$ cat src/erx_params.svh
`ifndef ERX_PARAMS_SVH
`define ERX_PARAMS_SVH

// queue slots, also the credits the transmitter holds after reset
`define ERX_QUEUE_DEPTH 4

// consumer credit and fill counters
`define ERX_CREDIT_W 3

// 16-bit lane words per transaction
`define ERX_HALFWORDS 7

`endif

$ cat src/erx_pkg.sv
`include "erx_params.svh"

package erx_pkg;

   // one rx_lclk cycle of the byte lane
   typedef struct packed
   {
      logic [1:0]  frame;   // [0] first edge, [1] second edge
      logic [15:0] word;    // low byte sampled on the first edge
   } erx_lane_t;

   // emesh style packet, access in bit 0
   typedef struct packed
   {
      logic [31:0] srcaddr;
      logic [31:0] data;
      logic [31:0] dstaddr;
      logic [3:0]  ctrlmode;
      logic [1:0]  datamode;
      logic        write;
      logic        access;
   } erx_packet_t;

   // record handed to the consumer
   typedef struct packed
   {
      logic        burst;   // frame still high after halfword 6
      erx_packet_t packet;
   } erx_rx_t;

   // assembly buffer
   // written per halfword, read back as wire bytes
   typedef union packed
   {
      logic [`ERX_HALFWORDS-1:0][15:0]  hw;      // hw[k] = bytes 2k, 2k+1
      logic [2*`ERX_HALFWORDS-1:0][7:0] bytes;   // bytes[n] = bits 8n+7:8n
   } erx_sample_u;

endpackage

$ cat src/erx_lane_sampler.sv
`timescale 1ns/1ps

module erx_lane_sampler
(
   input  logic               rx_lclk,
   input  logic               rst_n,
   input  erx_pkg::erx_lane_t lane,    // word + frame pair from the pins
   output erx_pkg::erx_lane_t lane_q,  // registered copy
   output logic               frame_start
);

   //############################################################
   // input capture
   //############################################################

   // stands in for the ddr input cells
   // both edges arrive together as one 16-bit word
   always_ff @(posedge rx_lclk)
   begin
      if (!rst_n)
      begin
         lane_q <= '0;               // frame low after reset
      end
      else
      begin
         lane_q <= lane;             // one cycle lane to lane_q
      end
   end

   //############################################################
   // frame edge
   //############################################################

   // first edge low, second edge high
   // the frame rose inside this cycle, so a new transaction
   // begins with this word as halfword 0
   assign frame_start = lane_q.frame[1] & ~lane_q.frame[0];

   // frame level for the assembler is lane_q.frame[1]
   // a burst keeps both samples high, so no start is flagged

endmodule

$ cat src/erx_packet_assembler.sv
`timescale 1ns/1ps
`include "erx_params.svh"

module erx_packet_assembler
(
   input  logic               rx_lclk,
   input  logic               rst_n,
   input  erx_pkg::erx_lane_t lane_q,
   input  logic               frame_start,
   output logic               pkt_valid,    // 2 cycles after halfword 6
   output erx_pkg::erx_rx_t   pkt
);

   localparam logic [`ERX_HALFWORDS-1:0] ptr_first = `ERX_HALFWORDS'(1'b1);
   localparam logic [`ERX_HALFWORDS-1:0] ptr_burst = `ERX_HALFWORDS'(4'b1000);

   logic                      frame;     // second edge frame level
   logic [`ERX_HALFWORDS-1:0] ptr;       // one-hot halfword pointer
   logic [`ERX_HALFWORDS-1:0] ptr_eff;   // pointer used this cycle
   erx_pkg::erx_sample_u      sample;    // 112-bit assembly buffer
   logic                      access;    // sample complete

   assign frame = lane_q.frame[1];

   // a fresh frame always lands on halfword 0
   // covers a new packet right behind halfword 6
   assign ptr_eff = frame_start ? ptr_first : ptr;

   //############################################################
   // halfword pointer
   //############################################################

   always_ff @(posedge rx_lclk)
   begin
      if (!rst_n)
         ptr <= ptr_first;
      else if (!frame)
         ptr <= ptr_first;                      // idle, wait for frame
      else if (ptr_eff[`ERX_HALFWORDS-1])
         ptr <= ptr_burst;                      // anticipate burst
      else
         ptr <= ptr_eff << 1;                   // middle of frame
   end

   // halfword write, burst only refreshes 3 to 6
   always_ff @(posedge rx_lclk)
   begin
      for (int k = 0; k < `ERX_HALFWORDS; k++)
      begin
         if (frame && ptr_eff[k])
            sample.hw[k] <= lane_q.word;
      end
   end

   //############################################################
   // valid pipeline
   //############################################################

   always_ff @(posedge rx_lclk)
   begin
      if (!rst_n)
      begin
         access    <= 1'b0;
         pkt_valid <= 1'b0;
      end
      else
      begin
         access    <= frame & ptr_eff[`ERX_HALFWORDS-1];  // last halfword seen
         pkt_valid <= access;                             // lines up with pkt
      end
   end

   //############################################################
   // byte shuffle
   //############################################################

   always_ff @(posedge rx_lclk)
   begin
      if (access)
      begin
         pkt.burst <= frame & ~frame_start;     // frame held past halfword 6
         pkt.packet.access   <= sample.bytes[5][0];
         pkt.packet.write    <= sample.bytes[5][1];
         pkt.packet.datamode <= sample.bytes[5][3:2];
         pkt.packet.ctrlmode <= sample.bytes[1][7:4];
         pkt.packet.dstaddr  <= {sample.bytes[1][3:0],
                                 sample.bytes[2],
                                 sample.bytes[3],
                                 sample.bytes[4],
                                 sample.bytes[5][7:4]};
         pkt.packet.data     <= {sample.bytes[6], sample.bytes[7],
                                 sample.bytes[8], sample.bytes[9]};    // msb first
         pkt.packet.srcaddr  <= {sample.bytes[10], sample.bytes[11],
                                 sample.bytes[12], sample.bytes[13]};
      end
   end

   // new frame only on an idle pointer or right after halfword 6
   a_frame_start_aligned : assert property (@(posedge rx_lclk) disable iff (!rst_n)
      frame_start |-> (ptr[0] || access));

endmodule

$ cat src/erx_credit_queue.sv
`timescale 1ns/1ps
`include "erx_params.svh"

module erx_credit_queue
(
   input  logic             rx_lclk,
   input  logic             rst_n,
   input  logic             pkt_valid,
   input  erx_pkg::erx_rx_t pkt,
   input  logic             out_credit,    // consumer grants one delivery
   output logic             link_credit,   // one slot freed
   output logic             out_valid,
   output erx_pkg::erx_rx_t out_rx
);

   localparam int ptr_w = $clog2(`ERX_QUEUE_DEPTH);

   erx_pkg::erx_rx_t          mem [`ERX_QUEUE_DEPTH];
   logic [ptr_w-1:0]          wr_ptr;
   logic [ptr_w-1:0]          rd_ptr;
   logic [`ERX_CREDIT_W-1:0]  count;          // filled slots
   logic [`ERX_CREDIT_W-1:0]  cons_credit;    // deliveries allowed
   logic                      empty;
   logic                      pop;
   logic                      bypass;         // incoming record goes straight out
   logic                      store;
   logic                      take;

   //############################################################
   // pop decision
   //############################################################

   assign empty  = (count == '0);
   assign pop    = (!empty || pkt_valid) && (cons_credit != '0);
   assign bypass = pop && empty;
   assign store  = pkt_valid && !bypass;
   assign take   = pop && !empty;

   assign link_credit = pop;                  // same cycle as the pop

   //############################################################
   // storage
   //############################################################

   always_ff @(posedge rx_lclk)
   begin
      if (store)
         mem[wr_ptr] <= pkt;
   end

   always_ff @(posedge rx_lclk)
   begin
      if (!rst_n)
      begin
         wr_ptr <= '0;
         rd_ptr <= '0;
      end
      else
      begin
         if (store)
            wr_ptr <= (wr_ptr == ptr_w'(`ERX_QUEUE_DEPTH - 1)) ? '0 : wr_ptr + 1'b1;
         if (take)
            rd_ptr <= (rd_ptr == ptr_w'(`ERX_QUEUE_DEPTH - 1)) ? '0 : rd_ptr + 1'b1;
      end
   end

   // fill level and consumer credits
   always_ff @(posedge rx_lclk)
   begin
      if (!rst_n)
      begin
         count       <= '0;
         cons_credit <= '0;
      end
      else
      begin
         case ({store, take})
            2'b10:   count <= count + 1'b1;
            2'b01:   count <= count - 1'b1;
            default: count <= count;
         endcase
         case ({out_credit, pop})
            2'b10:   cons_credit <= cons_credit + 1'b1;
            2'b01:   cons_credit <= cons_credit - 1'b1;
            default: cons_credit <= cons_credit;
         endcase
      end
   end

   //############################################################
   // delivery
   //############################################################

   always_ff @(posedge rx_lclk)
   begin
      if (!rst_n)
         out_valid <= 1'b0;
      else
         out_valid <= pop;
   end

   always_ff @(posedge rx_lclk)
   begin
      if (pop)
         out_rx <= bypass ? pkt : mem[rd_ptr];    // empty queue skips storage
   end

   // transmitter never sends without a credit
   a_no_overflow : assert property (@(posedge rx_lclk) disable iff (!rst_n)
      pkt_valid |-> (count != `ERX_CREDIT_W'(`ERX_QUEUE_DEPTH)));

   // consumer keeps its grants within the counter
   a_credit_range : assert property (@(posedge rx_lclk) disable iff (!rst_n)
      (out_credit && !pop) |-> (cons_credit != '1));

endmodule

$ cat src/erx_io.sv
`timescale 1ns/1ps

module erx_io
(
   input  logic               rx_lclk,
   input  logic               rst_n,
   input  erx_pkg::erx_lane_t lane,          // from the transmitter
   input  logic               out_credit,    // consumer credit pulse
   output logic               link_credit,   // back to the transmitter
   output logic               out_valid,
   output erx_pkg::erx_rx_t   out_rx
);

   erx_pkg::erx_lane_t lane_q;        // registered lane word
   logic               frame_start;   // new transaction
   logic               pkt_valid;
   erx_pkg::erx_rx_t   pkt;           // decoded packet + burst

   //############################################################
   // front end
   //############################################################

   erx_lane_sampler u_sampler
   (
      .rx_lclk     (rx_lclk),
      .rst_n       (rst_n),
      .lane        (lane),
      .lane_q      (lane_q),
      .frame_start (frame_start)
   );

   // 7 halfwords into one packet
   erx_packet_assembler u_assembler
   (
      .rx_lclk     (rx_lclk),
      .rst_n       (rst_n),
      .lane_q      (lane_q),
      .frame_start (frame_start),
      .pkt_valid   (pkt_valid),
      .pkt         (pkt)
   );

   //############################################################
   // credit queue
   //############################################################

   erx_credit_queue u_queue
   (
      .rx_lclk     (rx_lclk),
      .rst_n       (rst_n),
      .pkt_valid   (pkt_valid),
      .pkt         (pkt),
      .out_credit  (out_credit),
      .link_credit (link_credit),
      .out_valid   (out_valid),
      .out_rx      (out_rx)
   );

endmodule

$ cat config.mk
export PLATFORM = sky130hd
export DESIGN_NAME = erx_io
export DESIGN_NICKNAME = d
export VERILOG_FILES = /design/src/erx_pkg.sv /design/src/erx_lane_sampler.sv /design/src/erx_packet_assembler.sv /design/src/erx_credit_queue.sv /design/src/erx_io.sv
export VERILOG_INCLUDE_DIRS = /design/src /design/src/src
export SDC_FILE = /design/constraint.sdc
export NUM_CORES = 1
export LEC_CHECK = 0
export BUFFER_PORTS_ARGS = -buffer_cell sky130_fd_sc_hd__buf_2
export CAP_MARGIN = 25
export CORE_ASPECT_RATIO = 1.4
export CORE_MARGIN = 1
export CORE_UTILIZATION = 51
export CTS_BUF_LIST = sky130_fd_sc_hd__clkbuf_16
export CTS_CLUSTER_SIZE = 14
export DETAILED_ROUTE_END_ITERATION = 10
export PLACE_DENSITY = 0.73
export SETUP_SLACK_MARGIN = 0.02
export SYNTH_ARGS = -nofsm -noshare
export SYNTH_HDL_FRONTEND = slang
export SYNTH_HIERARCHICAL = 1
export SYNTH_SLANG_ARGS = --single-unit
$ cat constraint.sdc
create_clock -name rx_lclk -period 4.85 [get_ports rx_lclk]
set_input_delay 0.485 -clock rx_lclk [delete_from_list [all_inputs] [get_ports rx_lclk]]
set_output_delay 0.485 -clock rx_lclk [all_outputs]
set_load 0.02 [all_outputs]
# Yosys cells after proc, flatten, opt, wreduce, memory -nomap -nowiden
# Memory sizes are Yosys's and may differ from the RTL's. A register that Yosys moved wholly into a read port is not among the register bits.
# Index checks and enable logic that the tools add are counted.
dict set report word_totals {
  elab_cells 85
  mem_bits_rw 420
  latchBits 0
  out_inout_bits 107
  in_bits 21
  memories 1
  regBits 360
  mem_bits_ro 0
}
dict set report classes {
  reduce_logical 20
  div 0
  shifts 0
  muxes 11
  bitwise_logic 7
  n_addsub 6
  magnitude_cmp 0
  multipliers 0
  eq_ne 6
}
# name words width rd rd_ports_with_merged_regs wr line
set mem_list {}
lappend mem_list {u_queue.mem 4 105 1 1 1 erx_credit_queue.sv:18} ;# erx_pkg::erx_rx_t mem [`ERX_QUEUE_DEPTH];
# op count
set op_table {}
lappend op_table {{$mux W105} 1}
lappend op_table {{$pmux W3 S2} 2}
lappend op_table {{$logic_and A1 B1 Y1} 11}
lappend op_table {{$eq A2 B2 Y1 const B} 4}
lappend op_table {{$mux W2} 4}
lappend op_table {{$mux W7} 1}
lappend op_table {{$add A3 B1 Y3 const B} 2}
lappend op_table {{$sub A3 B1 Y3 const B} 2}
lappend op_table {{$add A2 B1 Y2 const B} 2}
lappend op_table {{$eq A2 B1 Y1 const B} 2}
lappend op_table {{$mux W4} 1}
lappend op_table {{$not A1 Y1} 4}
lappend op_table {{$reduce_bool A2 Y1} 2}
lappend op_table {{$and A1 B1 Y1} 3}
lappend op_table {{$logic_not A3 Y1} 1}
lappend op_table {{$reduce_bool A3 Y1} 1}
lappend op_table {{$reduce_or A3 Y1} 1}
lappend op_table {{$logic_not A1 Y1} 2}
lappend op_table {{$mux W1} 2}
lappend op_table {{$reduce_and A2 Y1} 1}
lappend op_table {{$logic_or A1 B1 Y1} 1}

# Logic depth before layout (Yosys ltp)
# Gate-level depths: netlist (run 1).
dict set report depth {
  word_depth 9
  depth_mapped 8
  mapped_depth_nobuf 8
}

# By module
# The synthesis (run 1) kept the hierarchy.
# mod cells_per_inst instances area_per_inst_um2 seq_area_each_um2
set by_module_without_submodules {}
lappend by_module_without_submodules {erx_credit_queue 842 1 20427.1 16025.4}
lappend by_module_without_submodules {erx_packet_assembler 239 1 6610.1 6456.2}
lappend by_module_without_submodules {erx_lane_sampler 38 1 508.0 360.3}

# Worst setup path before layout (run 1)
# No wires, ideal clock.
dict set report synth_timing {
  path_kind {register -> register}
  start {reg u_queue.count[0]}
  end {reg u_queue.cons_credit[2]}
  setup_time_ns 0.071
  path_slack_ns 0.172
  t_required_ns 4.779
  arrival_ns 4.606
  path_buffers 0
  stages_incl_launch_ff 9
  cell_sequence {dfxtp_1 or3_1 o21a_1 ha_1 inv_1 fa_1 xor2_1 or3_1 a21oi_1}
}
dict set report synth_via {
  elab_chain_len 6
  word_cells_on_any_way 8
  classes_between {eq/ne: 2; mux: 1; reduce/logical: 5}
}
# element line
set synth_rtl {}
lappend synth_rtl {{start: declaration} erx_credit_queue.sv:21} ;# logic [`ERX_CREDIT_W-1:0] count;
lappend synth_rtl {{start signal: assignment} erx_credit_queue.sv:78} ;# 2'b10: count <= count + 1'b1;
lappend synth_rtl {{start signal: assignment} erx_credit_queue.sv:79} ;# 2'b01: count <= count - 1'b1;
lappend synth_rtl {{start signal: assignment} erx_credit_queue.sv:80} ;# default: count <= count;
lappend synth_rtl {{$logic_not A3 Y1 *} erx_credit_queue.sv:33} ;# assign empty = (count == '0);
lappend synth_rtl {{$logic_not A1 Y1 *} erx_credit_queue.sv:34} ;# assign pop = (!empty || pkt_valid) && (cons_credit != '0);
lappend synth_rtl {{$logic_or A1 B1 Y1 *} erx_credit_queue.sv:34}
lappend synth_rtl {{$logic_and A1 B1 Y1 *} erx_credit_queue.sv:34}
lappend synth_rtl {{net link_credit} erx_io.sv:9} ;# output logic link_credit,
lappend synth_rtl {{$eq A2 B1 Y1 / $eq A2 B2 Y1 (equally long branches)} erx_credit_queue.sv:82} ;# case ({out_credit, pop})
lappend synth_rtl {{$pmux W3 S2 / $reduce_bool A2 Y1 (equally long branches)} n/a}
lappend synth_rtl {{end signal: assignment} erx_credit_queue.sv:83} ;# 2'b10: cons_credit <= cons_credit + 1'b1;
lappend synth_rtl {{end signal: assignment} erx_credit_queue.sv:84} ;# 2'b01: cons_credit <= cons_credit - 1'b1;
lappend synth_rtl {{end signal: assignment} erx_credit_queue.sv:85} ;# default: cons_credit <= cons_credit;
lappend synth_rtl {{end: declaration} erx_credit_queue.sv:22} ;# logic [`ERX_CREDIT_W-1:0] cons_credit;
# Mark *: on every way through the listed nets, which the timed path passes. The rest lies on a longest branch.
# A chain may end at the register's enable or synchronous reset.

# Final worst setup path (run 1)
dict set report layout_timing {
  start {reg u_queue.cons_credit[2]}
  end {mem u_queue/mem[1][70] in the netlist's numbering, enable pin}
}
dict set report layout_via {
  elab_chain_len 7
}
# element line
set layout_rtl {}
lappend layout_rtl {{$reduce_bool A3 Y1} erx_credit_queue.sv:34}
lappend layout_rtl {{$logic_and A1 B1 Y1} erx_credit_queue.sv:34}
lappend layout_rtl {{$logic_and A1 B1 Y1} erx_credit_queue.sv:35} ;# assign bypass = pop && empty;
lappend layout_rtl {{$logic_not A1 Y1} erx_credit_queue.sv:36} ;# assign store = pkt_valid && !bypass;
lappend layout_rtl {{$logic_and A1 B1 Y1} erx_credit_queue.sv:36}
lappend layout_rtl {{$mux W1} erx_credit_queue.sv:47} ;# if (store)
lappend layout_rtl {{$mux W1 (implied by the code)} erx_credit_queue.sv:48} ;# mem[wr_ptr] <= pkt;
lappend layout_rtl {{end: declaration} erx_credit_queue.sv:18}
# Every way passes these cells.

==> flow_summary.json, run 1 <==
{
  "max_slew.worst_pin.slew_ns": 1.02,
  "maxCapViolCount": 0,
  "peakVddDrop_mv": 0.238,
  "overflow": 0,
  "root_buffer": "clkbuf_16",
  "cts.sink_count": 774,
  "ctsHtreeMaxLevel": 3,
  "fin_crit_ns": 3.09,
  "async_flop_share": 0,
  "swShare": 0.182,
  "rows": 100,
  "r2r_end": "u_queue/mem[1][70]$_DFFE_PP_",
  "final_layout_size_suffix_gt1_frac": 0.354,
  "leakagePower_nw": 10.2,
  "hold_buffers": 0,
  "gp_congestion": 0.728,
  "insertion_delay_ns": 0.58,
  "ys_top_cells_by_area": "edfxtp_1, mux4_2, dfxtp_1",
  "dr.pass1.iters": 5,
  "die_h_um": 277,
  "fp.coreArea_mm2": 0.0533,
  "crit_chain": "or3_4 -> nand3_4 -> and3_4 -> buf_12",
  "synth_top_cell_area_share": 0.800,
  "dieWidth_um": 198,
  "slowest_delay_ns": 0.91,
  "portBuffers": 127,
  "ys_warn_count": 6,
  "grt_pass1_vias": 12000,
  "wl_um": 50900,
  "fin_crit_sh": 0.637,
  "hold_class": "input port to register",
  "final_core_util": 0.584,
  "min_path_cells": 2,
  "cp-start-kind": "register",
  "whs_endpoint": "u_sampler/lane_q[10]$_SDFF_PN0_",
  "ios": 128,
  "grt_pass1_wl_um": 75400,
  "pwr-share-clk": 0.413,
  "clockBufferDepth": 3,
  "cts_tree": "done",
  "final_common_cell": "edfxtp_1",
  "start_util": 0.517,
  "slew_violations": 0,
  "dieArea_mm2": 0.0550,
  "fin_nets": 1327,
  "cts.repair.resized": 0,
  "slowest_stage": "and3_4",
  "numCtsBuffers": 70,
  "syn-cell-area_mm2": 0.0275,
  "reg2reg_from": "u_queue/cons_credit[2]$_SDFFE_PN0P_",
  "fin_worst_skew_ns": 0.0123,
  "clk_transition_reported_paths_ns": 0.06,
  "intPower_mw": 10.2,
  "synth.avg_cell_area_um2": 24.6,
  "power_density_mw_per_mm2": 400,
  "reg2reg_setup_slack_ns": 1.76,
  "hold_start": "lane[10]",
  "setup_violations": 0,
  "slew_headroom": 0.323,
  "setup_tns_ns": 0,
  "synthCells": 1119,
  "fmax_ghz": 0.324,
  "grt_setup_unrepaired": "no",
  "whs_ns": 0.118,
  "drt_iter0_drc": 894,
  "critPathRequiredTime_ns": 5.10,
  "syn_to_final_growth_pct": 13.1,
  "viasPerCell": 5.47,
  "total_power_mw": 12.5,
  "ys_seq_area_frac": 0.829,
  "post_cts_buffers": 0,
  "cp.arrival_ns": 3.33,
  "post-route-drc-count": 0,
  "ys_seq_elements": 774,
  "grt_max_degree": 75,
  "synth_cell_type_count": 40,
  "cp_max_fo": 57,
  "status": "finished, final reports clean",
  "critPathCaptureType": "register",
  "synth_nets": 1149,
  "routedWlPerCell_um": 24.8,
  "mostFrequentLayoutCells": "edfxtp_1, buf_2, mux4_2, clkbuf_16, mux2_2",
  "yosysTopAreaCell": "edfxtp_1",
  "power_frac_comb": 0.003,
  "seqPwrFrac": 0.584,
  "antennaDiodeCount": 0,
  "dr_total_vias": 11200,
  "ff2ff_path_depth": 4,
  "antenna_found_initial": 3,
  "ant_nets": 0,
  "dp_hpwl_um": 28500,
  "critical_path_class": "register to register",
  "synth_edf_count": 734,
  "track_usage": 0.191,
  "synth_ff_type": "edfxtp_1",
  "power_switching_mw": 2.27,
  "finalHoldViolCount": 0
}
## cells in the mapped netlist (5+ instances only)
master    number
mux2_4        50
dfxtp_1       40
buf_2          9
and2_1         9
a21oi_1        6
and2_2        19
ha_1           7
and3_1         5
buf_4         10
nor2_1         6
inv_1          7
mux4_2       105
edfxtp_1     734
mux2_2        55
clkbuf_1       5
buf_6         11
## how the worst max path moves through the flow
stage                                         from  slack, ns  depth (start not counted)                             endpoint
2_1_floorplan        u_queue/count[0]$_SDFFE_PN0P_       0.17                          8  u_queue/cons_credit[2]$_SDFFE_PN0P_
3_3_place_gp   u_queue/cons_credit[2]$_SDFFE_PN0P_       1.75                          4         u_queue/mem[1][72]$_DFFE_PP_
3_5_place_dp   u_queue/cons_credit[2]$_SDFFE_PN0P_       1.73                          4         u_queue/mem[1][70]$_DFFE_PP_
4_1_cts        u_queue/cons_credit[2]$_SDFFE_PN0P_       1.73                          4         u_queue/mem[1][43]$_DFFE_PP_
5_1_grt        u_queue/cons_credit[2]$_SDFFE_PN0P_       1.64                          4         u_queue/mem[1][71]$_DFFE_PP_
6_report       u_queue/cons_credit[2]$_SDFFE_PN0P_       1.76                          4         u_queue/mem[1][70]$_DFFE_PP_
## through the flow
| step | setup slack [ns] | cell area (um2) | std cells |
|---|---|---|---|
| after global placement | 1.75 | 29000 | 1938 |
| after global routing | 1.64 | 31100 | 2051 |
| after detailed placement | 1.73 | 29000 | 1939 |
| after floorplan | 0.172 | 27500 | 1119 |
| after CTS | 1.73 | 31100 | 2051 |
| final | 1.76 | 31100 | 2051 |
## critical path: cells and delay by family (launching register included)
| kind | cells | cell delay, ns |
|---|---|---|
| and+or+nand+nor | 3 | 1.95 |
| DFF | 1 | 0.34 |
| buffers and inverters | 1 | 0.42 |
## layer usage
| metal | track usage | share of wire |
|---|---|---|
| met2 | 0.320 | 0.52 |
| met5 | 0 | 0 |
| met1 | 0.249 | 0.41 |
| met3 | 0.0413 | 0.051 |
| met4 | 0.0625 | 0.025 |
## registers in the layout, indices dropped and copies added, names as in the netlist, named ones only
signal                 flops
u_queue/mem              420
u_assembler/pkt          105
u_queue/out_rx           105
u_assembler/sample       104
u_sampler/lane_q          18
u_assembler/ptr            7
u_queue/cons_credit        3
u_queue/count              3
u_queue/rd_ptr             2
u_queue/wr_ptr             2
u_assembler/access         1
u_assembler/pkt_valid      1
u_queue/out_valid          1
## power by group through the flow
stage / sequential, mW / clock (mW) / combinational (mW)
global placement: 7.42 / 0 / 0.0367
CTS: 7.27 / 5.26 / 0.0386
detailed placement: 7.42 / 0 / 0.0385
finish: 7.27 / 5.15 / 0.0386
global route: 7.27 / 5.49 / 0.0430
floorplan: 7.38 / 0 / 0.0238
## layout make-up
| class | instances | area (um2) |
|---|---|---|
| Clock inverter | 38 | 262 |
| Inverter | 8 | 30.0 |
| Clock buffer | 74 | 1850 |
| Multi-Input combinational cell | 299 | 4430 |
| Sequential cell | 774 | 22900 |
| Timing Repair Buffer | 144 | 826 |
| Tap cell | 714 | 893 |
| Fill cell | 3789 | 22200 |
## logic make-up after synthesis
| logic type | after synthesis | synth area share |
|---|---|---|
| flops | 774 | 0.829 |
| mux | 213 | 0.137 |
| simple gates | 59 | 0.0142 |
| buf+inv | 46 | 0.0110 |
| compound gates | 14 | 0.00291 |
| fa+ha+maj | 9 | 0.00463 |
| xor+xnor | 4 | 0.00127 |
Note: power is estimated with default switching activity, not from simulation.
==> inputs of run 2 (changes only) <==
--- a/config.mk
+++ b/config.mk
@@ -14,7 +14,7 @@
 export CTS_BUF_LIST = sky130_fd_sc_hd__clkbuf_16
 export CTS_CLUSTER_SIZE = 14
 export DETAILED_ROUTE_END_ITERATION = 10
-export PLACE_DENSITY = 0.73
+export PLACE_DENSITY = 0.7
 export SETUP_SLACK_MARGIN = 0.02
 export SYNTH_ARGS = -nofsm -noshare
 export SYNTH_HDL_FRONTEND = slang
==> constraint.sdc (replaced) <==
create_clock -name rx_lclk -period 3.1 [get_ports rx_lclk]
set_input_delay 0.31 -clock rx_lclk [delete_from_list [all_inputs] [get_ports rx_lclk]]
set_output_delay 0.31 -clock rx_lclk [all_outputs]
set_load 0.02 [all_outputs]
==> run 2 against run 1 <==
Via count rose by 1.9%; sequential cell count did not move; count of clock-buffer cells in the layout fell by 3; cell area rose by 1.1%; critical path type is now register to output pin; global-route usage rose by 0.46 points.
==> flow_summary.json, run 2 (synthesis gave the netlist of run 1 again) <==
{
  "cts.sink_count": 774,
  "dieArea_mm2": 0.0550,
  "gp_congestion": 0.705,
  "seqPwrFrac": 0.587,
  "grt_max_degree": 108,
  "portBuffers": 127,
  "critPathRequiredTime_ns": 2.79,
  "swShare": 0.187,
  "max_slew.worst_pin.slew_ns": 0.885,
  "drt_iter0_drc": 919,
  "largest_register_ffs": 420,
  "cp_max_fo": 107,
  "fmax_ghz": 0.382,
  "antenna_found_initial": 4,
  "final_area_mm2": 0.0315,
  "setup_violations": 0,
  "mostFrequentLayoutCells": "edfxtp_1, buf_2, mux4_2, clkbuf_16, mux2_2",
  "viasPerCell": 5.49,
  "finalNonFillerCells": 2082,
  "rows": 100,
  "power_frac_comb": 0.004,
  "post_cts_buffers": 0,
  "dr.pass1.iters": 5,
  "clk_transition_reported_paths_ns": 0.06,
  "cp.arrival_ns": 2.31,
  "fin_crit_ns": 2.62,
  "track_usage": 0.196,
  "fp.coreArea_mm2": 0.0533,
  "dr_total_vias": 11400,
  "start_util": 0.517,
  "fin_worst_skew_ns": 0.0174,
  "ios": 128,
  "post_dp_cell_area_mm2": 0.0292,
  "cp-start-kind": "register",
  "fin_crit_sh": 0.844,
  "total_power_mw": 19.4,
  "regMostFlops": "u_queue/mem",
  "final_layout_size_suffix_gt1_frac": 0.349,
  "slew_headroom": 0.409,
  "wl_um": 51900,
  "intPower_mw": 15.7,
  "finalHoldViolCount": 0,
  "whs_ns": 0.155,
  "pwr-share-clk": 0.409,
  "clockBufferDepth": 3,
  "status": "finished, final reports clean",
  "critPathCaptureType": "output pin",
  "power_switching_mw": 3.63,
  "grt_pass1_vias": 12100,
  "final_common_cell": "edfxtp_1",
  "fin_nets": 1350,
  "syn_to_final_growth_pct": 14.3,
  "routedWlPerCell_um": 25.0,
  "antennaDiodeCount": 0,
  "dieWidth_um": 198,
  "leakagePower_nw": 10.3,
  "ant_nets": 0,
  "insertion_delay_ns": 0.60,
  "slew_violations": 0,
  "hold_class": "input port to register",
  "maxCapViolCount": 0,
  "numCtsBuffers": 69,
  "critical_path_class": "register to output pin",
  "power_density_mw_per_mm2": 615,
  "grt_setup_unrepaired": "no",
  "overflow": 0,
  "dp_hpwl_um": 28200,
  "post-route-drc-count": 0,
  "die_h_um": 277,
  "grt_pass1_wl_um": 77200,
  "peakVddDrop_mv": 0.390,
  "reg_top3": "u_queue/mem (420), u_assembler/pkt (105), u_queue/out_rx (105)",
  "final_core_util": 0.591,
  "placed_cells": 1945,
  "root_buffer": "clkbuf_16",
  "cts_tree": "done",
  "ctsHtreeMaxLevel": 3
}
[run 2: cell types whose count changed in the layout (fill, tap and decap cells not counted), moves of 2 or more]
| cell | delta |
|---|---|
| dlygate4sd3_1 | +18 |
| buf_12 | +12 |
| buf_4 | -6 |
| inv_6 | +5 |
| clkinv_1 | -2 |
| inv_1 | +10 |
| clkbuf_16 | -3 |
[run 2: final timing paths]
kind,slack (ns),cells after the start,start,end
worst max-delay path,0.48,4,u_queue/count[0]$_SDFFE_PN0P_,link_credit
worst min-delay path,0.16,2,rst_n,u_assembler/ptr[0]$_SDFF_PN1_
worst max register to register,0.79,7,u_queue/cons_credit[1]$_SDFFE_PN0P_,u_queue/count[2]$_SDFFE_PN0P_
worst min register to register,0.41,0,u_assembler/sample[86]$_DFFE_PP_,u_assembler/pkt[102]$_DFFE_PP_
[run 2: worst max-delay path, stage by stage (launching register included)]
cell and delay (ns):
dfxtp_1 0.43, or3_1 0.23, o21a_4 0.17, buf_12 0.55
buf_2 0.29
[run 2: power groups by stage]
stage          logic, mW  clock network (mW)  registers [mW]
3_5_place_dp      0.0614                   0            11.6
5_1_grt           0.0879                8.48            11.4
6_report          0.0787                7.92            11.4
2_1_floorplan     0.0372                   0            11.5
4_1_cts           0.0784                8.10            11.4
3_3_place_gp      0.0593                   0            11.6
[run 2: layout make-up]
type                       instances  area [um2]
clock buffer                      71        1780
clock inverter                    48         293
fill                            3750       21800
inverter                           8        30.0
multi-input combinational        299        4430
sequential                       774       22900
tap                              714         893
timing repair buffer             168        1200
[run 2: what timing repair did]
action | CTS | global route
hold buffers | 18 | 0
gates resized for setup | 0 | 0
hold endpoints to repair | 18 | 0
[run 2: through the flow]
| stage | setup WS (ns) | setup TNS, ns |
|---|---|---|
| after detailed placement | 0.811 | 0 |
| after floorplan | -0.362 | -0.491 |
| after global routing | 0.330 | 0 |
| after global placement | 0.842 | 0 |
| after CTS | 0.426 | 0 |
| final | 0.482 | 0 |
[run 2: metal layers]
layer | wire length [um] | vias to the layer above | global-route usage
met2 | 26600 | 341 | 0.329
met3 | 2690 | 83 | 0.0276
li1 | - | 4995 | -
met1 | 21200 | 6018 | 0.260
met5 | 0 | - | 0
met4 | 1410 | 0 | 0.0732
